`config.mk`:
```
export PLATFORM = sky130hd
export DESIGN_NAME = hsk_top
export DESIGN_NICKNAME = d
export VERILOG_FILES = /design/src/hsk_pkg.sv /design/src/hsk_byte_if.sv /design/src/hsk_baud_gen.sv /design/src/hsk_uart_rx.sv /design/src/hsk_uart_tx.sv /design/src/hsk_cobs_decoder.sv /design/src/hsk_responder.sv /design/src/hsk_top.sv
export VERILOG_INCLUDE_DIRS = /design/src /design/src/include
export SDC_FILE = /design/constraint.sdc
export NUM_CORES = 1
export LEC_CHECK = 0
export BUFFER_PORTS_ARGS = -buffer_cell sky130_fd_sc_hd__buf_4
export CORE_MARGIN = 4
export CORE_UTILIZATION = 55
export CTS_CLUSTER_DIAMETER = 120
export DETAILED_ROUTE_END_ITERATION = 8
export PLACE_DENSITY = 0.79
export SYNTH_ARGS = -nofsm -noshare
export SYNTH_HDL_FRONTEND = slang
export SYNTH_SLANG_ARGS = --single-unit
export TNS_END_PERCENT = 5
```
`constraint.sdc`:
```
create_clock -name clk -period 3.1 [get_ports clk]
set_input_delay 0.62 -clock clk [delete_from_list [all_inputs] [get_ports clk]]
set_output_delay 0.62 -clock clk [all_outputs]
set_load 0.05 [all_outputs]
```
`src/include/hsk_defines.svh`:
```
`ifndef HSK_DEFINES_SVH
`define HSK_DEFINES_SVH

// clocking and serial rate
`define HSK_CLK_HZ   100000000
`define HSK_BAUD     1000000
`define HSK_ACC_BITS 10

// rounded accumulator step for a 16x baud strobe, 164 at 100 MHz and 1 Mbaud
`define HSK_ACC_STEP ((64'd32 * `HSK_BAUD * (64'd1 << `HSK_ACC_BITS) / `HSK_CLK_HZ + 64'd1) / 64'd2)

// link identity
`define HSK_MY_ADDR  8'h40
`define HSK_ID_WORD  32'h4853_4B31
`define HSK_MAX_LEN  16

// command codes
`define HSK_CMD_PING     8'h00
`define HSK_CMD_IDENTIFY 8'h12

`endif

```
`src/hsk_pkg.sv`:
```
`default_nettype none

`include "hsk_defines.svh"

package hsk_pkg;

    typedef logic [7:0] hsk_byte_t;
    typedef logic [7:0] hsk_addr_t;
    typedef logic [7:0] hsk_cmd_t;
    // payload length, wide enough for HSK_MAX_LEN
    typedef logic [4:0] hsk_len_t;
    // extra top bit is the carry that makes the baud strobe
    typedef logic [`HSK_ACC_BITS:0] hsk_acc_t;

    typedef enum logic [1:0] {rx_idle, rx_start, rx_data, rx_stop} rx_state_e;

    typedef enum logic [1:0] {tx_idle, tx_start, tx_data, tx_stop} tx_state_e;

    typedef enum logic [2:0] {
        rs_collect,
        rs_check,
        rs_encode,
        rs_send,
        rs_wait
    } resp_state_e;

endpackage

`default_nettype wire

```
`src/hsk_byte_if.sv`:
```
`timescale 1ns/1ns
`default_nettype none

// decoded packet bytes, no back-pressure
interface hsk_byte_if;
    import hsk_pkg::*;

    hsk_byte_t data;
    logic      valid;
    logic      last;
    logic      err;

    modport driver (output data, output valid, output last, output err);

    modport sink (input data, input valid, input last, input err);

endinterface

`default_nettype wire

```
`src/hsk_baud_gen.sv`:
```
`timescale 1ns/1ns
`default_nettype none

`include "hsk_defines.svh"

module hsk_baud_gen (
    input  logic clk,
    input  logic arst_n_i,
    output logic tick_o
);
    import hsk_pkg::*;

    localparam hsk_acc_t step = hsk_acc_t'(`HSK_ACC_STEP);

    hsk_acc_t acc_q;

    // the carry is dropped on the next add, so it lasts one cycle
    always_ff @(posedge clk or negedge arst_n_i) begin
        if (!arst_n_i) begin
            acc_q <= '0;
        end else begin
            acc_q <= {1'b0, acc_q[`HSK_ACC_BITS-1:0]} + step;
        end
    end

    assign tick_o = acc_q[`HSK_ACC_BITS];

endmodule

`default_nettype wire

```
`src/hsk_uart_rx.sv`:
```
`timescale 1ns/1ns
`default_nettype none

module hsk_uart_rx (
    input  logic               clk,
    input  logic               arst_n_i,
    input  logic               tick_i,
    input  logic               serial_i,
    output hsk_pkg::hsk_byte_t data_o,
    output logic               valid_o,
    output logic               frame_err_o
);
    import hsk_pkg::*;

    rx_state_e  state_q;
    logic [1:0] sync_q;
    logic       prev_q;
    logic [3:0] cnt_q;
    logic [2:0] bit_q;
    hsk_byte_t  shift_q;

    always_ff @(posedge clk or negedge arst_n_i) begin
        if (!arst_n_i) begin
            state_q     <= rx_idle;
            sync_q      <= 2'b11;
            prev_q      <= 1'b1;
            cnt_q       <= '0;
            bit_q       <= '0;
            valid_o     <= 1'b0;
            frame_err_o <= 1'b0;
        end else begin
            sync_q      <= {sync_q[0], serial_i};
            prev_q      <= sync_q[1];
            valid_o     <= 1'b0;
            frame_err_o <= 1'b0;
            case (state_q)
                rx_idle: begin
                    // falling edge only, a held-low line does not restart
                    if (prev_q && !sync_q[1]) begin
                        cnt_q   <= '0;
                        state_q <= rx_start;
                    end
                end
                rx_start: begin
                    if (tick_i) begin
                        cnt_q <= cnt_q + 4'd1;
                        // middle of the start bit, reject glitches
                        if (cnt_q == 4'd7) begin
                            cnt_q   <= '0;
                            bit_q   <= '0;
                            state_q <= sync_q[1] ? rx_idle : rx_data;
                        end
                    end
                end
                rx_data: begin
                    if (tick_i) begin
                        cnt_q <= cnt_q + 4'd1;
                        if (cnt_q == 4'd15) begin
                            bit_q <= bit_q + 3'd1;
                            if (bit_q == 3'd7) begin
                                state_q <= rx_stop;
                            end
                        end
                    end
                end
                default: begin
                    if (tick_i) begin
                        cnt_q <= cnt_q + 4'd1;
                        if (cnt_q == 4'd15) begin
                            valid_o     <= sync_q[1];
                            frame_err_o <= !sync_q[1];
                            state_q     <= rx_idle;
                        end
                    end
                end
            endcase
        end
    end

    // lsb first
    always_ff @(posedge clk) begin
        if (state_q == rx_data && tick_i && cnt_q == 4'd15) begin
            shift_q <= {sync_q[1], shift_q[7:1]};
        end
    end

    assign data_o = shift_q;

endmodule

`default_nettype wire

```
`src/hsk_uart_tx.sv`:
```
`timescale 1ns/1ns
`default_nettype none

module hsk_uart_tx (
    input  logic               clk,
    input  logic               arst_n_i,
    input  logic               tick_i,
    input  hsk_pkg::hsk_byte_t data_i,
    input  logic               start_i,
    output logic               serial_o,
    output logic               busy_o
);
    import hsk_pkg::*;

    tx_state_e  state_q;
    logic       pend_q;
    logic       serial_q;
    logic [3:0] cnt_q;
    logic [2:0] bit_q;
    hsk_byte_t  shift_q;

    always_ff @(posedge clk or negedge arst_n_i) begin
        if (!arst_n_i) begin
            state_q  <= tx_idle;
            pend_q   <= 1'b0;
            serial_q <= 1'b1;
            cnt_q    <= '0;
            bit_q    <= '0;
        end else begin
            case (state_q)
                tx_idle: begin
                    if (start_i) begin
                        pend_q <= 1'b1;
                    end
                    // start bit begins on a tick so every bit is 16 ticks
                    if (pend_q && tick_i) begin
                        pend_q   <= 1'b0;
                        serial_q <= 1'b0;
                        cnt_q    <= '0;
                        state_q  <= tx_start;
                    end
                end
                tx_start: begin
                    if (tick_i) begin
                        cnt_q <= cnt_q + 4'd1;
                        if (cnt_q == 4'd15) begin
                            serial_q <= shift_q[0];
                            bit_q    <= '0;
                            state_q  <= tx_data;
                        end
                    end
                end
                tx_data: begin
                    if (tick_i) begin
                        cnt_q <= cnt_q + 4'd1;
                        if (cnt_q == 4'd15) begin
                            bit_q <= bit_q + 3'd1;
                            if (bit_q == 3'd7) begin
                                serial_q <= 1'b1;
                                state_q  <= tx_stop;
                            end else begin
                                serial_q <= shift_q[1];
                            end
                        end
                    end
                end
                default: begin
                    if (tick_i) begin
                        cnt_q <= cnt_q + 4'd1;
                        if (cnt_q == 4'd15) begin
                            state_q <= tx_idle;
                        end
                    end
                end
            endcase
        end
    end

    always_ff @(posedge clk) begin
        if (state_q == tx_idle && start_i) begin
            shift_q <= data_i;
        end else if (state_q == tx_data && tick_i && cnt_q == 4'd15) begin
            shift_q <= shift_q >> 1;
        end
    end

    assign serial_o = serial_q;
    assign busy_o   = pend_q || (state_q != tx_idle);

endmodule

`default_nettype wire

```
`src/hsk_cobs_decoder.sv`:
```
`timescale 1ns/1ns
`default_nettype none

module hsk_cobs_decoder (
    input  logic               clk,
    input  logic               arst_n_i,
    input  hsk_pkg::hsk_byte_t rx_data_i,
    input  logic               rx_valid_i,
    input  logic               rx_frame_err_i,
    hsk_byte_if.driver         pkt
);
    import hsk_pkg::*;

    // data bytes left in the current block, zero means a code byte is due
    hsk_byte_t cnt_q;
    hsk_byte_t code_q;
    logic      in_pkt_q;
    // one byte is held back so that last can go with the final byte
    hsk_byte_t pend_q;
    logic      pend_v_q;
    logic      zero_due;

    // a block shorter than FF ends in an implied zero, unless the packet ends
    assign zero_due = in_pkt_q && (code_q != 8'hFF);

    always_ff @(posedge clk or negedge arst_n_i) begin
        if (!arst_n_i) begin
            cnt_q     <= '0;
            code_q    <= 8'hFF;
            in_pkt_q  <= 1'b0;
            pend_v_q  <= 1'b0;
            pkt.valid <= 1'b0;
            pkt.last  <= 1'b0;
            pkt.err   <= 1'b0;
        end else begin
            pkt.valid <= 1'b0;
            pkt.last  <= 1'b0;
            pkt.err   <= 1'b0;
            if (rx_frame_err_i) begin
                pkt.err  <= 1'b1;
                cnt_q    <= '0;
                code_q   <= 8'hFF;
                in_pkt_q <= 1'b0;
                pend_v_q <= 1'b0;
            end else if (rx_valid_i) begin
                if (rx_data_i == 8'h00) begin
                    // delimiter is only good at a block boundary of a nonempty packet
                    if (in_pkt_q && cnt_q == 8'h00 && pend_v_q) begin
                        pkt.valid <= 1'b1;
                        pkt.last  <= 1'b1;
                    end else begin
                        pkt.err <= 1'b1;
                    end
                    cnt_q    <= '0;
                    code_q   <= 8'hFF;
                    in_pkt_q <= 1'b0;
                    pend_v_q <= 1'b0;
                end else if (cnt_q == 8'h00) begin
                    if (zero_due) begin
                        pkt.valid <= pend_v_q;
                        pend_v_q  <= 1'b1;
                    end
                    code_q   <= rx_data_i;
                    cnt_q    <= rx_data_i - 8'd1;
                    in_pkt_q <= 1'b1;
                end else begin
                    pkt.valid <= pend_v_q;
                    pend_v_q  <= 1'b1;
                    cnt_q     <= cnt_q - 8'd1;
                end
            end
        end
    end

    always_ff @(posedge clk) begin
        if (rx_valid_i) begin
            pkt.data <= pend_q;
            if (cnt_q != 8'h00) begin
                pend_q <= rx_data_i;
            end else if (zero_due) begin
                pend_q <= 8'h00;
            end
        end
    end

endmodule

`default_nettype wire

```
`src/hsk_responder.sv`:
```
`timescale 1ns/1ns
`default_nettype none

`include "hsk_defines.svh"

module hsk_responder (
    input  logic               clk,
    input  logic               arst_n_i,
    hsk_byte_if.sink           pkt,
    input  logic               tx_busy_i,
    output hsk_pkg::hsk_byte_t tx_data_o,
    output logic               tx_start_o
);
    import hsk_pkg::*;

    // header of four, payload, checksum
    localparam logic [4:0]  buf_len = 5'(`HSK_MAX_LEN + 5);
    localparam logic [31:0] id_word = `HSK_ID_WORD;
    localparam hsk_byte_t   id_csum = 8'h00 - (`HSK_CMD_IDENTIFY + 8'd4 + id_word[31:24]
                                      + id_word[23:16] + id_word[15:8] + id_word[7:0]);

    resp_state_e state_q;
    hsk_byte_t   buf_q [buf_len];
    hsk_byte_t   sum_q;
    logic [4:0]  idx_q;
    logic        ovf_q;
    logic [4:0]  pos_q;
    logic [4:0]  scan_q;
    logic        code_q;
    logic        fin_q;

    hsk_addr_t   dst;
    hsk_cmd_t    cmd;
    hsk_len_t    plen;
    logic        len_ok;
    logic        pass;

    assign dst  = buf_q[1];
    assign cmd  = buf_q[2];
    assign plen = buf_q[3][4:0];

    // bytes received must be the length field plus five
    assign len_ok = !ovf_q && (idx_q >= 5'd5) && (buf_q[3][7:5] == 3'b000)
                    && (idx_q == plen + 5'd5);
    assign pass   = (dst == `HSK_MY_ADDR) && len_ok && (sum_q == 8'h00)
                    && (cmd == `HSK_CMD_PING || cmd == `HSK_CMD_IDENTIFY);

    always_ff @(posedge clk or negedge arst_n_i) begin
        if (!arst_n_i) begin
            state_q <= rs_collect;
            sum_q   <= '0;
            idx_q   <= '0;
            ovf_q   <= 1'b0;
            pos_q   <= '0;
            scan_q  <= '0;
            code_q  <= 1'b0;
            fin_q   <= 1'b0;
        end else begin
            case (state_q)
                rs_collect: begin
                    if (pkt.err) begin
                        idx_q <= '0;
                        sum_q <= '0;
                        ovf_q <= 1'b0;
                    end else if (pkt.valid) begin
                        // checksum covers everything after the addresses
                        if (idx_q >= 5'd2) begin
                            sum_q <= sum_q + pkt.data;
                        end
                        if (idx_q == buf_len) begin
                            ovf_q <= 1'b1;
                        end else begin
                            idx_q <= idx_q + 5'd1;
                        end
                        if (pkt.last) begin
                            state_q <= rs_check;
                        end
                    end
                end
                rs_check: begin
                    sum_q <= '0;
                    ovf_q <= 1'b0;
                    if (pass) begin
                        pos_q   <= '0;
                        scan_q  <= '0;
                        state_q <= rs_encode;
                        if (cmd == `HSK_CMD_IDENTIFY) begin
                            idx_q <= 5'd9;
                        end
                    end else begin
                        idx_q   <= '0;
                        state_q <= rs_collect;
                    end
                end
                rs_encode: begin
                    // look ahead for the zero or the end that closes this block
                    if (scan_q == idx_q || buf_q[scan_q] == 8'h00) begin
                        code_q  <= 1'b1;
                        state_q <= rs_send;
                    end else begin
                        scan_q <= scan_q + 5'd1;
                    end
                end
                rs_send: begin
                    if (!tx_busy_i) begin
                        state_q <= rs_wait;
                        if (code_q) begin
                            code_q <= 1'b0;
                        end else if (!fin_q) begin
                            pos_q <= pos_q + 5'd1;
                        end
                    end
                end
                default: begin
                    if (!tx_busy_i) begin
                        if (fin_q) begin
                            fin_q   <= 1'b0;
                            idx_q   <= '0;
                            state_q <= rs_collect;
                        end else if (pos_q != scan_q) begin
                            state_q <= rs_send;
                        end else if (scan_q == idx_q) begin
                            fin_q   <= 1'b1;
                            state_q <= rs_send;
                        end else begin
                            // skip the zero, it is carried by the code byte
                            pos_q   <= scan_q + 5'd1;
                            scan_q  <= scan_q + 5'd1;
                            state_q <= rs_encode;
                        end
                    end
                end
            endcase
        end
    end

    // a ping reply keeps its checksum since only the addresses change
    always_ff @(posedge clk) begin
        if (state_q == rs_collect && pkt.valid && !pkt.err && idx_q < buf_len) begin
            buf_q[idx_q] <= pkt.data;
        end else if (state_q == rs_check && pass) begin
            buf_q[0] <= `HSK_MY_ADDR;
            buf_q[1] <= buf_q[0];
            if (cmd == `HSK_CMD_IDENTIFY) begin
                buf_q[3] <= 8'd4;
                buf_q[4] <= id_word[31:24];
                buf_q[5] <= id_word[23:16];
                buf_q[6] <= id_word[15:8];
                buf_q[7] <= id_word[7:0];
                buf_q[8] <= id_csum;
            end
        end
    end

    always_comb begin
        if (fin_q) begin
            tx_data_o = 8'h00;
        end else if (code_q) begin
            tx_data_o = {3'b000, scan_q - pos_q} + 8'd1;
        end else begin
            tx_data_o = buf_q[pos_q];
        end
    end

    assign tx_start_o = (state_q == rs_send) && !tx_busy_i;

endmodule

`default_nettype wire

```
`src/hsk_top.sv`:
```
`timescale 1ns/1ns
`default_nettype none

module hsk_top (
    input  logic clk,
    input  logic arst_n_i,
    input  logic uart_rx_i,
    output logic uart_tx_o
);
    import hsk_pkg::*;

    logic      tick;
    hsk_byte_t rx_data;
    logic      rx_valid;
    logic      rx_frame_err;
    hsk_byte_t tx_data;
    logic      tx_start;
    logic      tx_busy;

    hsk_byte_if pkt_if ();

    hsk_baud_gen u_baud_gen (
        .clk      (clk),
        .arst_n_i (arst_n_i),
        .tick_o   (tick)
    );

    hsk_uart_rx u_uart_rx (
        .clk         (clk),
        .arst_n_i    (arst_n_i),
        .tick_i      (tick),
        .serial_i    (uart_rx_i),
        .data_o      (rx_data),
        .valid_o     (rx_valid),
        .frame_err_o (rx_frame_err)
    );

    hsk_cobs_decoder u_cobs_decoder (
        .clk            (clk),
        .arst_n_i       (arst_n_i),
        .rx_data_i      (rx_data),
        .rx_valid_i     (rx_valid),
        .rx_frame_err_i (rx_frame_err),
        .pkt            (pkt_if.driver)
    );

    hsk_responder u_responder (
        .clk        (clk),
        .arst_n_i   (arst_n_i),
        .pkt        (pkt_if.sink),
        .tx_busy_i  (tx_busy),
        .tx_data_o  (tx_data),
        .tx_start_o (tx_start)
    );

    hsk_uart_tx u_uart_tx (
        .clk      (clk),
        .arst_n_i (arst_n_i),
        .tick_i   (tick),
        .data_i   (tx_data),
        .start_i  (tx_start),
        .serial_o (uart_tx_o),
        .busy_o   (tx_busy)
    );

endmodule

`default_nettype wire

```
* After elaboration in Yosys (flattened, before gate mapping)
Memories as Yosys holds them, arrays and structs flattened. Index checks and enable logic that the tools add are counted.
Cells by class: reductions and logical operators 79, muxes and demuxes 144, bitwise logic cells 5, order comparisons 3, add/subtract/negate cells 14, equal/unequal tests 56
Operator list (number):
- 8-bit 2-to-1 mux | 18
- 5-bit 2-to-1 mux | 17
- 1-bit 2-to-1 mux | 55
- 3-bit 2-to-1 mux | 16
- 5-bit case mux with 3 select lines | 3
- 8-bit zero test | 5
- 2-bit 2-to-1 mux | 18
- 3-bit inequality test, second input constant | 10
- 4-bit 2-to-1 mux | 7
- 2-bit inequality test, second input constant | 13
- 2-bit nonzero test | 12
- 1-bit logical AND | 21
- 2-bit by 1-bit inequality test with 1-bit output, second input constant | 10
- 6-bit AND reduction | 3
- 8-bit case mux with 2 select lines | 1
- 8-bit AND reduction | 2
- 8-bit by 1-bit subtractor with 8-bit output, second input constant | 2
- 5-bit by 1-bit adder with 5-bit output, second input constant | 3
- 2-bit case mux with 3 select lines | 2
- 3-bit case mux with 2 select lines | 2
- 3-bit case mux with 4 select lines | 1
- 2-bit AND reduction | 6
- 3-bit AND reduction | 4
- 3-bit nonzero test | 4
- 42 further kinds | 66
Word-level totals: bits in writable memories 168, word-level logic and storage cells 334, memories kept 1, register bits after elaboration 118, bits of input ports 3
Memories:
- u_responder.buf_q | depth 21, width 8, read ports 6, clocked after Yosys merged registers in 0, wr ports 8, line hsk_responder.sv:23 | hsk_byte_t buf_q [buf_len];

* Depth between registers and ports, before layout
depth after elaboration 13, mapped depth 13

* By module
From an unflattened synthesis, not the netlist that was laid out.
Unflattened totals: cells, all modules 1426, area total of the unflattened synthesis 17922.2 µm²
Modules (own cells, without submodules):
- hsk_responder | cells an instance 1091, times used 1, area each 13803.2 µm²
- hsk_cobs_decoder | cells an instance 141, times used 1, area each 1794.2 µm²
- hsk_uart_tx | cells an instance 90, times used 1, area each 1046.0 µm²
- hsk_uart_rx | cells an instance 78, times used 1, area each 934.6 µm²
- hsk_baud_gen | cells an instance 26, times used 1, area each 344.1 µm²

* Worst setup path before layout
Ideal clock, no wire load.
kind register to register, start point register u_responder.pos_q[1], end point register u_uart_tx.shift_q[4] (data pin), buffers on the path 2, period minus slack after synthesis 2.765 ns, slack 0.335 ns, arrival time 2.509 ns, stages on the path, launching flop included 12, cells stage by stage dfrtp_1 > buf_1 > clkbuf_1 > inv_1 > ha_1 > a21o_1 > a21oi_1 > xnor2_1 > nand3_1 > xor2_1 > o21ai_1 > a22o_1
On the way: longest elaborated chain between the ends 5, elaborated cells between the ends (all ways) 6, those cells by class add/sub (2); mux (3); memory (1)
Ends and longest elaborated chain:
- from (decl) | line hsk_responder.sv:27 | logic [4:0] pos_q;
- from (signal assigned) | line hsk_responder.sv:110 | pos_q <= pos_q + 5'd1;
- from (signal assigned) | line hsk_responder.sv:127 | pos_q <= scan_q + 5'd1;
- 5-bit subtractor | line hsk_responder.sv:159 | tx_data_o = {3'b000, scan_q - pos_q} + 8'd1;
- 5-bit by 1-bit adder with 6-bit output | line hsk_responder.sv:159
- 8-bit 2-to-1 mux (*) | line hsk_responder.sv:158 | end else if (code_q) begin
- 8-bit 2-to-1 mux (*) | line hsk_responder.sv:156 | if (fin_q) begin
- 8-bit 2-to-1 mux (*) | line hsk_uart_tx.sv:80 | if (state_q == tx_idle && start_i) begin
- to (signal assigned) | line hsk_uart_tx.sv:81 | shift_q <= data_i;
- to (signal assigned) | line hsk_uart_tx.sv:83 | shift_q <= shift_q >> 1;
- to (decl) | line hsk_uart_tx.sv:20 | hsk_byte_t shift_q;
Every way passes the cells marked *; elsewhere a longest branch is shown, timed or not. A chain may end at the register's enable or synchronous reset.

==> impl_summary.md <==
Clocking
The clock tree from TritonCTS is yes. CTS saw 372 sinks. The clock passes through at most 3 buffers. The hold buffer count at CTS is 0. Clock-pin slew was measured on the worst setup and hold paths at approximately 0.06 ns. The later pin in the worst-skew pair is clocked with a latency of 0.54 ns.

The H-tree depth is 2. The number of clock buffers added by TritonCTS is 38. In this run the post-CTS setup repair buffer count came out at 0. The library cell used as clock root buffer is clkbuf_16.

Timing
The fraction of the cycle the final worst path needs is 92.10%. The maximum achievable frequency is 350.2 MHz. The transition time at the pin with the least slew margin is 0.8847 ns. The max-slew violation total from the final report is 0. The setup violation total in the final timing report is 0. The smallest setup slack after layout is 0.2448 ns.

Counting I/O delays and the setup requirement, the final critical path takes 2.855 ns. The clock tree skew after final layout is 0.02734 ns. Setup repair after global routing left no endpoint under its margin. In this run the tightest slew margin relative to its limit is 41.02%. The total negative setup slack is 0 ns. The final hold violation count is 0. The minimum hold slack is 0.05815 ns.

Synthesis
For this run, the number of Yosys warnings is 0. The share of flip-flops with an asynchronous set or reset is 22.58%. The share of the yosys chip area belonging to registers is 58.26%. In the post-synthesis netlist, the biggest area contributors are edfxtp_1 40%, dfrtp_1 10%, mux4_2 10%. Of the total synthesized cell area, the portion taken by full adders, half adders and majority gates is 2.371%. Summing the areas of all and, or, nand and nor instances in the mapped netlist gives between 10% and 20% of the synthesized area. The compound-cell area share of the yosys netlist is 7.600%. The synthesized netlist occupies a cell area of 0.01752 mm^2. By area, the combinational part of the netlist is dominated by multiplexers. The post-synthesis share of cell area spent on xor and xnor gates is under 10%. Of the post-synthesis cell area, the dominant cell type holds 39.77%.

The portion of synthesized area spent on multiplexers is 14.57%. The dominant synthesized flop cell is edfxtp_1. Each instance of the synthesized netlist takes up on average 12.86 um^2. The largest total area in the synthesized netlist belongs to edfxtp_1. The unique cell type count in the Yosys netlist is between 70 and 80.

Synthesis produced 1362 cells. The number of flops mapped to enable cells by yosys is ~230. Synthesis inferred around 370 register bits.

Worst setup path
The highest fanout seen on the critical path is 13. The worst setup path startpoint is u_responder.state_q[2]. The length in cells of the worst reg-to-reg path is 6.

The startpoint of the lowest-slack register-to-register path is u_responder.state_q[2]. The critical path startpoint category is a flop. STA classifies the critical path endpoint as a flop. The flop-to-flop setup slack is 0.24 ns. At the worst endpoint, the required time is ~3.3 ns. The data arrival time of the worst path is between 3 and 4 ns. The endpoint of the lowest-slack register-to-register path is u_responder.buf_q[23][5]. The critical path is of the reg -> reg type.

Floorplanning
The vertical extent of the die is 186.5 um. The die covers 0.03477 mm^2. The core area is 0.03147 mm^2. 4 I/O pins were placed. The number of placement rows is 65.

The x dimension of the die is 186.5 um. The initial cell density of the core is between 50% and 60%.

Place
The worst slack after detailed placement is 0.2578 ns. After detailed placement, the design holds a cell count of ~1800. The final weighted congestion in routability-driven placement is just under 1. The HPWL after detailed placement is 29.32 mm. The count of buffers from port buffering is 3.

Cells and area
Counting the fill cells in the layout gives 2193. The most frequent standard cell in the layout excluding fill and tap cells is edfxtp_1. For this run, the share of the core covered by cells in the final layout is 62.33%.

The area growth from synthesis to layout is 12.00%. Cells with a size suffix above 1 make up 16.35% of the layout. The final-stage net count is 1474. The number of standard cells in the layout, taps in and fillers out is 1871.

The top cell types in the final layout, fill and taps aside, are 232 x edfxtp_1, 123 x nand2_1, 123 x nor2_1, 80 x mux4_2, 70 x dfrtp_1.

Detailed routing
Once detail routing completed, the nets flagged for antenna violations numbered 0. The final routed DRC violation total is 0. The per-cell via count in the routed design is 6.484. The overall routed net length is 43.59 mm.

The starting DRC count in detailed routing is approximately 1400. Across all layers, the routed design uses 12130 vias. For this run, the detailed router's first-pass iteration total came to 5. The average detailed-routed wire length per instance is 23.30 um.

Pwr
In this run the static leakage power is 6.950 nW. The worst vdd rail ir drop is 0.0003599 V. The total power divided by cell area is 516.7 mW/mm^2.

Hold path
The path category of the worst min-delay check is in -> async.

GRT
The number of global-route vias before repair is around 12000. Entering global routing, the biggest net connects 50 pins. Across every metal layer, demand over resource in global routing totals 24.88%.

The initial antenna violation count was 0. The remaining global-route overflow is 0. The first global-routing pass estimated 68.68 mm of wire.

Flow run
The number of violations of the max-capacitance limit is 0.

Status
The flow ran to the end, and the final reports show no timing, DRC or antenna violations.
state kept, by name, summed over array words and instances, names as in the netlist, 5 cells and up:
register	flops
u_cobs_decoder.code_q	8
u_responder.idx_q	5
u_cobs_decoder.cnt_q	8
u_responder.sum_q	8
u_uart_tx.shift_q	8
u_uart_rx.data_o	8
u_responder.scan_q	5
u_baud_gen.acc_q	9
u_responder.buf_q	256
u_cobs_decoder.pkt.data	8
u_responder.pos_q	5
u_cobs_decoder.pend_q	8
cell usage after synthesis, types with 4 or more instances:
cell	number
clkbuf_1	47
mux2i_1	66
ha_1	30
dfxtp_1	56
dfstp_2	12
o32ai_1	4
nand4_1	15
o21ai_1	5
o41ai_1	4
a21o_1	8
nor2_4	5
xor2_1	12
or2_2	13
a211oi_1	8
nor4b_1	6
buf_1	7
nand3_1	38
nor2_1	124
nor2b_1	8
a22o_1	14
and2_1	14
nand2_1	123
a21oi_1	46
a22oi_1	4
edfxtp_1	232
mux2_2	7
o22ai_1	14
and3_1	9
nor3_1	27
a221oi_1	5
nand3b_1	6
xnor2_1	22
inv_1	23
o21a_1	5
mux4_2	80
o21ai_0	53
buf_2	15
o31ai_1	6
a31oi_1	13
dfrtp_1	72
nor4_1	44
nand2b_1	8
routing by layer:
metal  vias up  routed length (um)  global-route usage, %
met2       707               20650                  40.37
met1      6012               17150                  33.89
met4         0                1741                  9.101
li1       5273                   -                      -
met3       140                4047                  4.938
met5         -                   0                      0
what timing repair did:
action | CTS | global route
hold endpoints to repair | 0 | 0
setup endpoints to repair | 0 | 8
resized for setup | 0 | 1
worst max path at each step:
stage,end,slack [ns],cells past startpoint
floorplan,u_uart_tx.shift_q[4],0.33,11
global placement,u_responder.buf_q[2][3],0.33,6
detailed placement,u_responder.buf_q[2][2],0.26,6
CTS,u_responder.buf_q[2][7],0.19,6
global route,u_responder.buf_q[6][0],0.09,8
finish,u_responder.buf_q[23][5],0.24,6
metrics by stage:
stage / power, mW / cell area (um^2)
2_1_floorplan: 5.620 / 17750
3_3_place_gp: 5.679 / 18380
3_5_place_dp: 5.697 / 18380
4_1_cts: 10.17 / 19610
5_1_grt: 10.44 / 19620
6_report: 10.14 / 19620
final cells by class:
class	instances	area (um^2)	area share, %
Sequential cell	372	10210	52.04
Multi-Input combinational cell	953	7123	36.31
Clock buffer	57	1120	5.708
Tap cell	402	503.0	2.564
Timing Repair Buffer	49	455.4	2.321
Clock inverter	12	111.4	0.5676
Inverter	25	93.84	0.4783
Antenna cell	1	2.502	0.01276
worst max-delay path, stage by stage, from the launching register on:
cell	delay [ns]
dfrtp_1	0.53
or2_1	0.40
nor3_4	0.33
nand2_1	0.14
a21oi_2	0.22
nand2_2	0.22
nor2_1	0.63
power by group:
part | internal [mW] | total (mW) | switching, mW
logic | 0.0838 | 0.206 | 0.122
clock network | 2.67 | 4.54 | 1.87
registers | 5.31 | 5.40 | 0.0886
kinds of logic (layout without fill, tap and decap cells):
| group | count (synthesis) | after routing |
|---|---|---|
| AOI/OAI and AO/OA | 207 | 207 |
| adders and majority gates | 32 | 32 |
| muxes | 154 | 154 |
| buffers and inverters | 100 | 143 |
| and+or+nand+nor | 462 | 462 |
| DFF | 372 | 372 |
| xor gates and xnor gates | 34 | 34 |
| other | 1 | 65 |
Note: power is estimated with default switching activity, not from simulation.
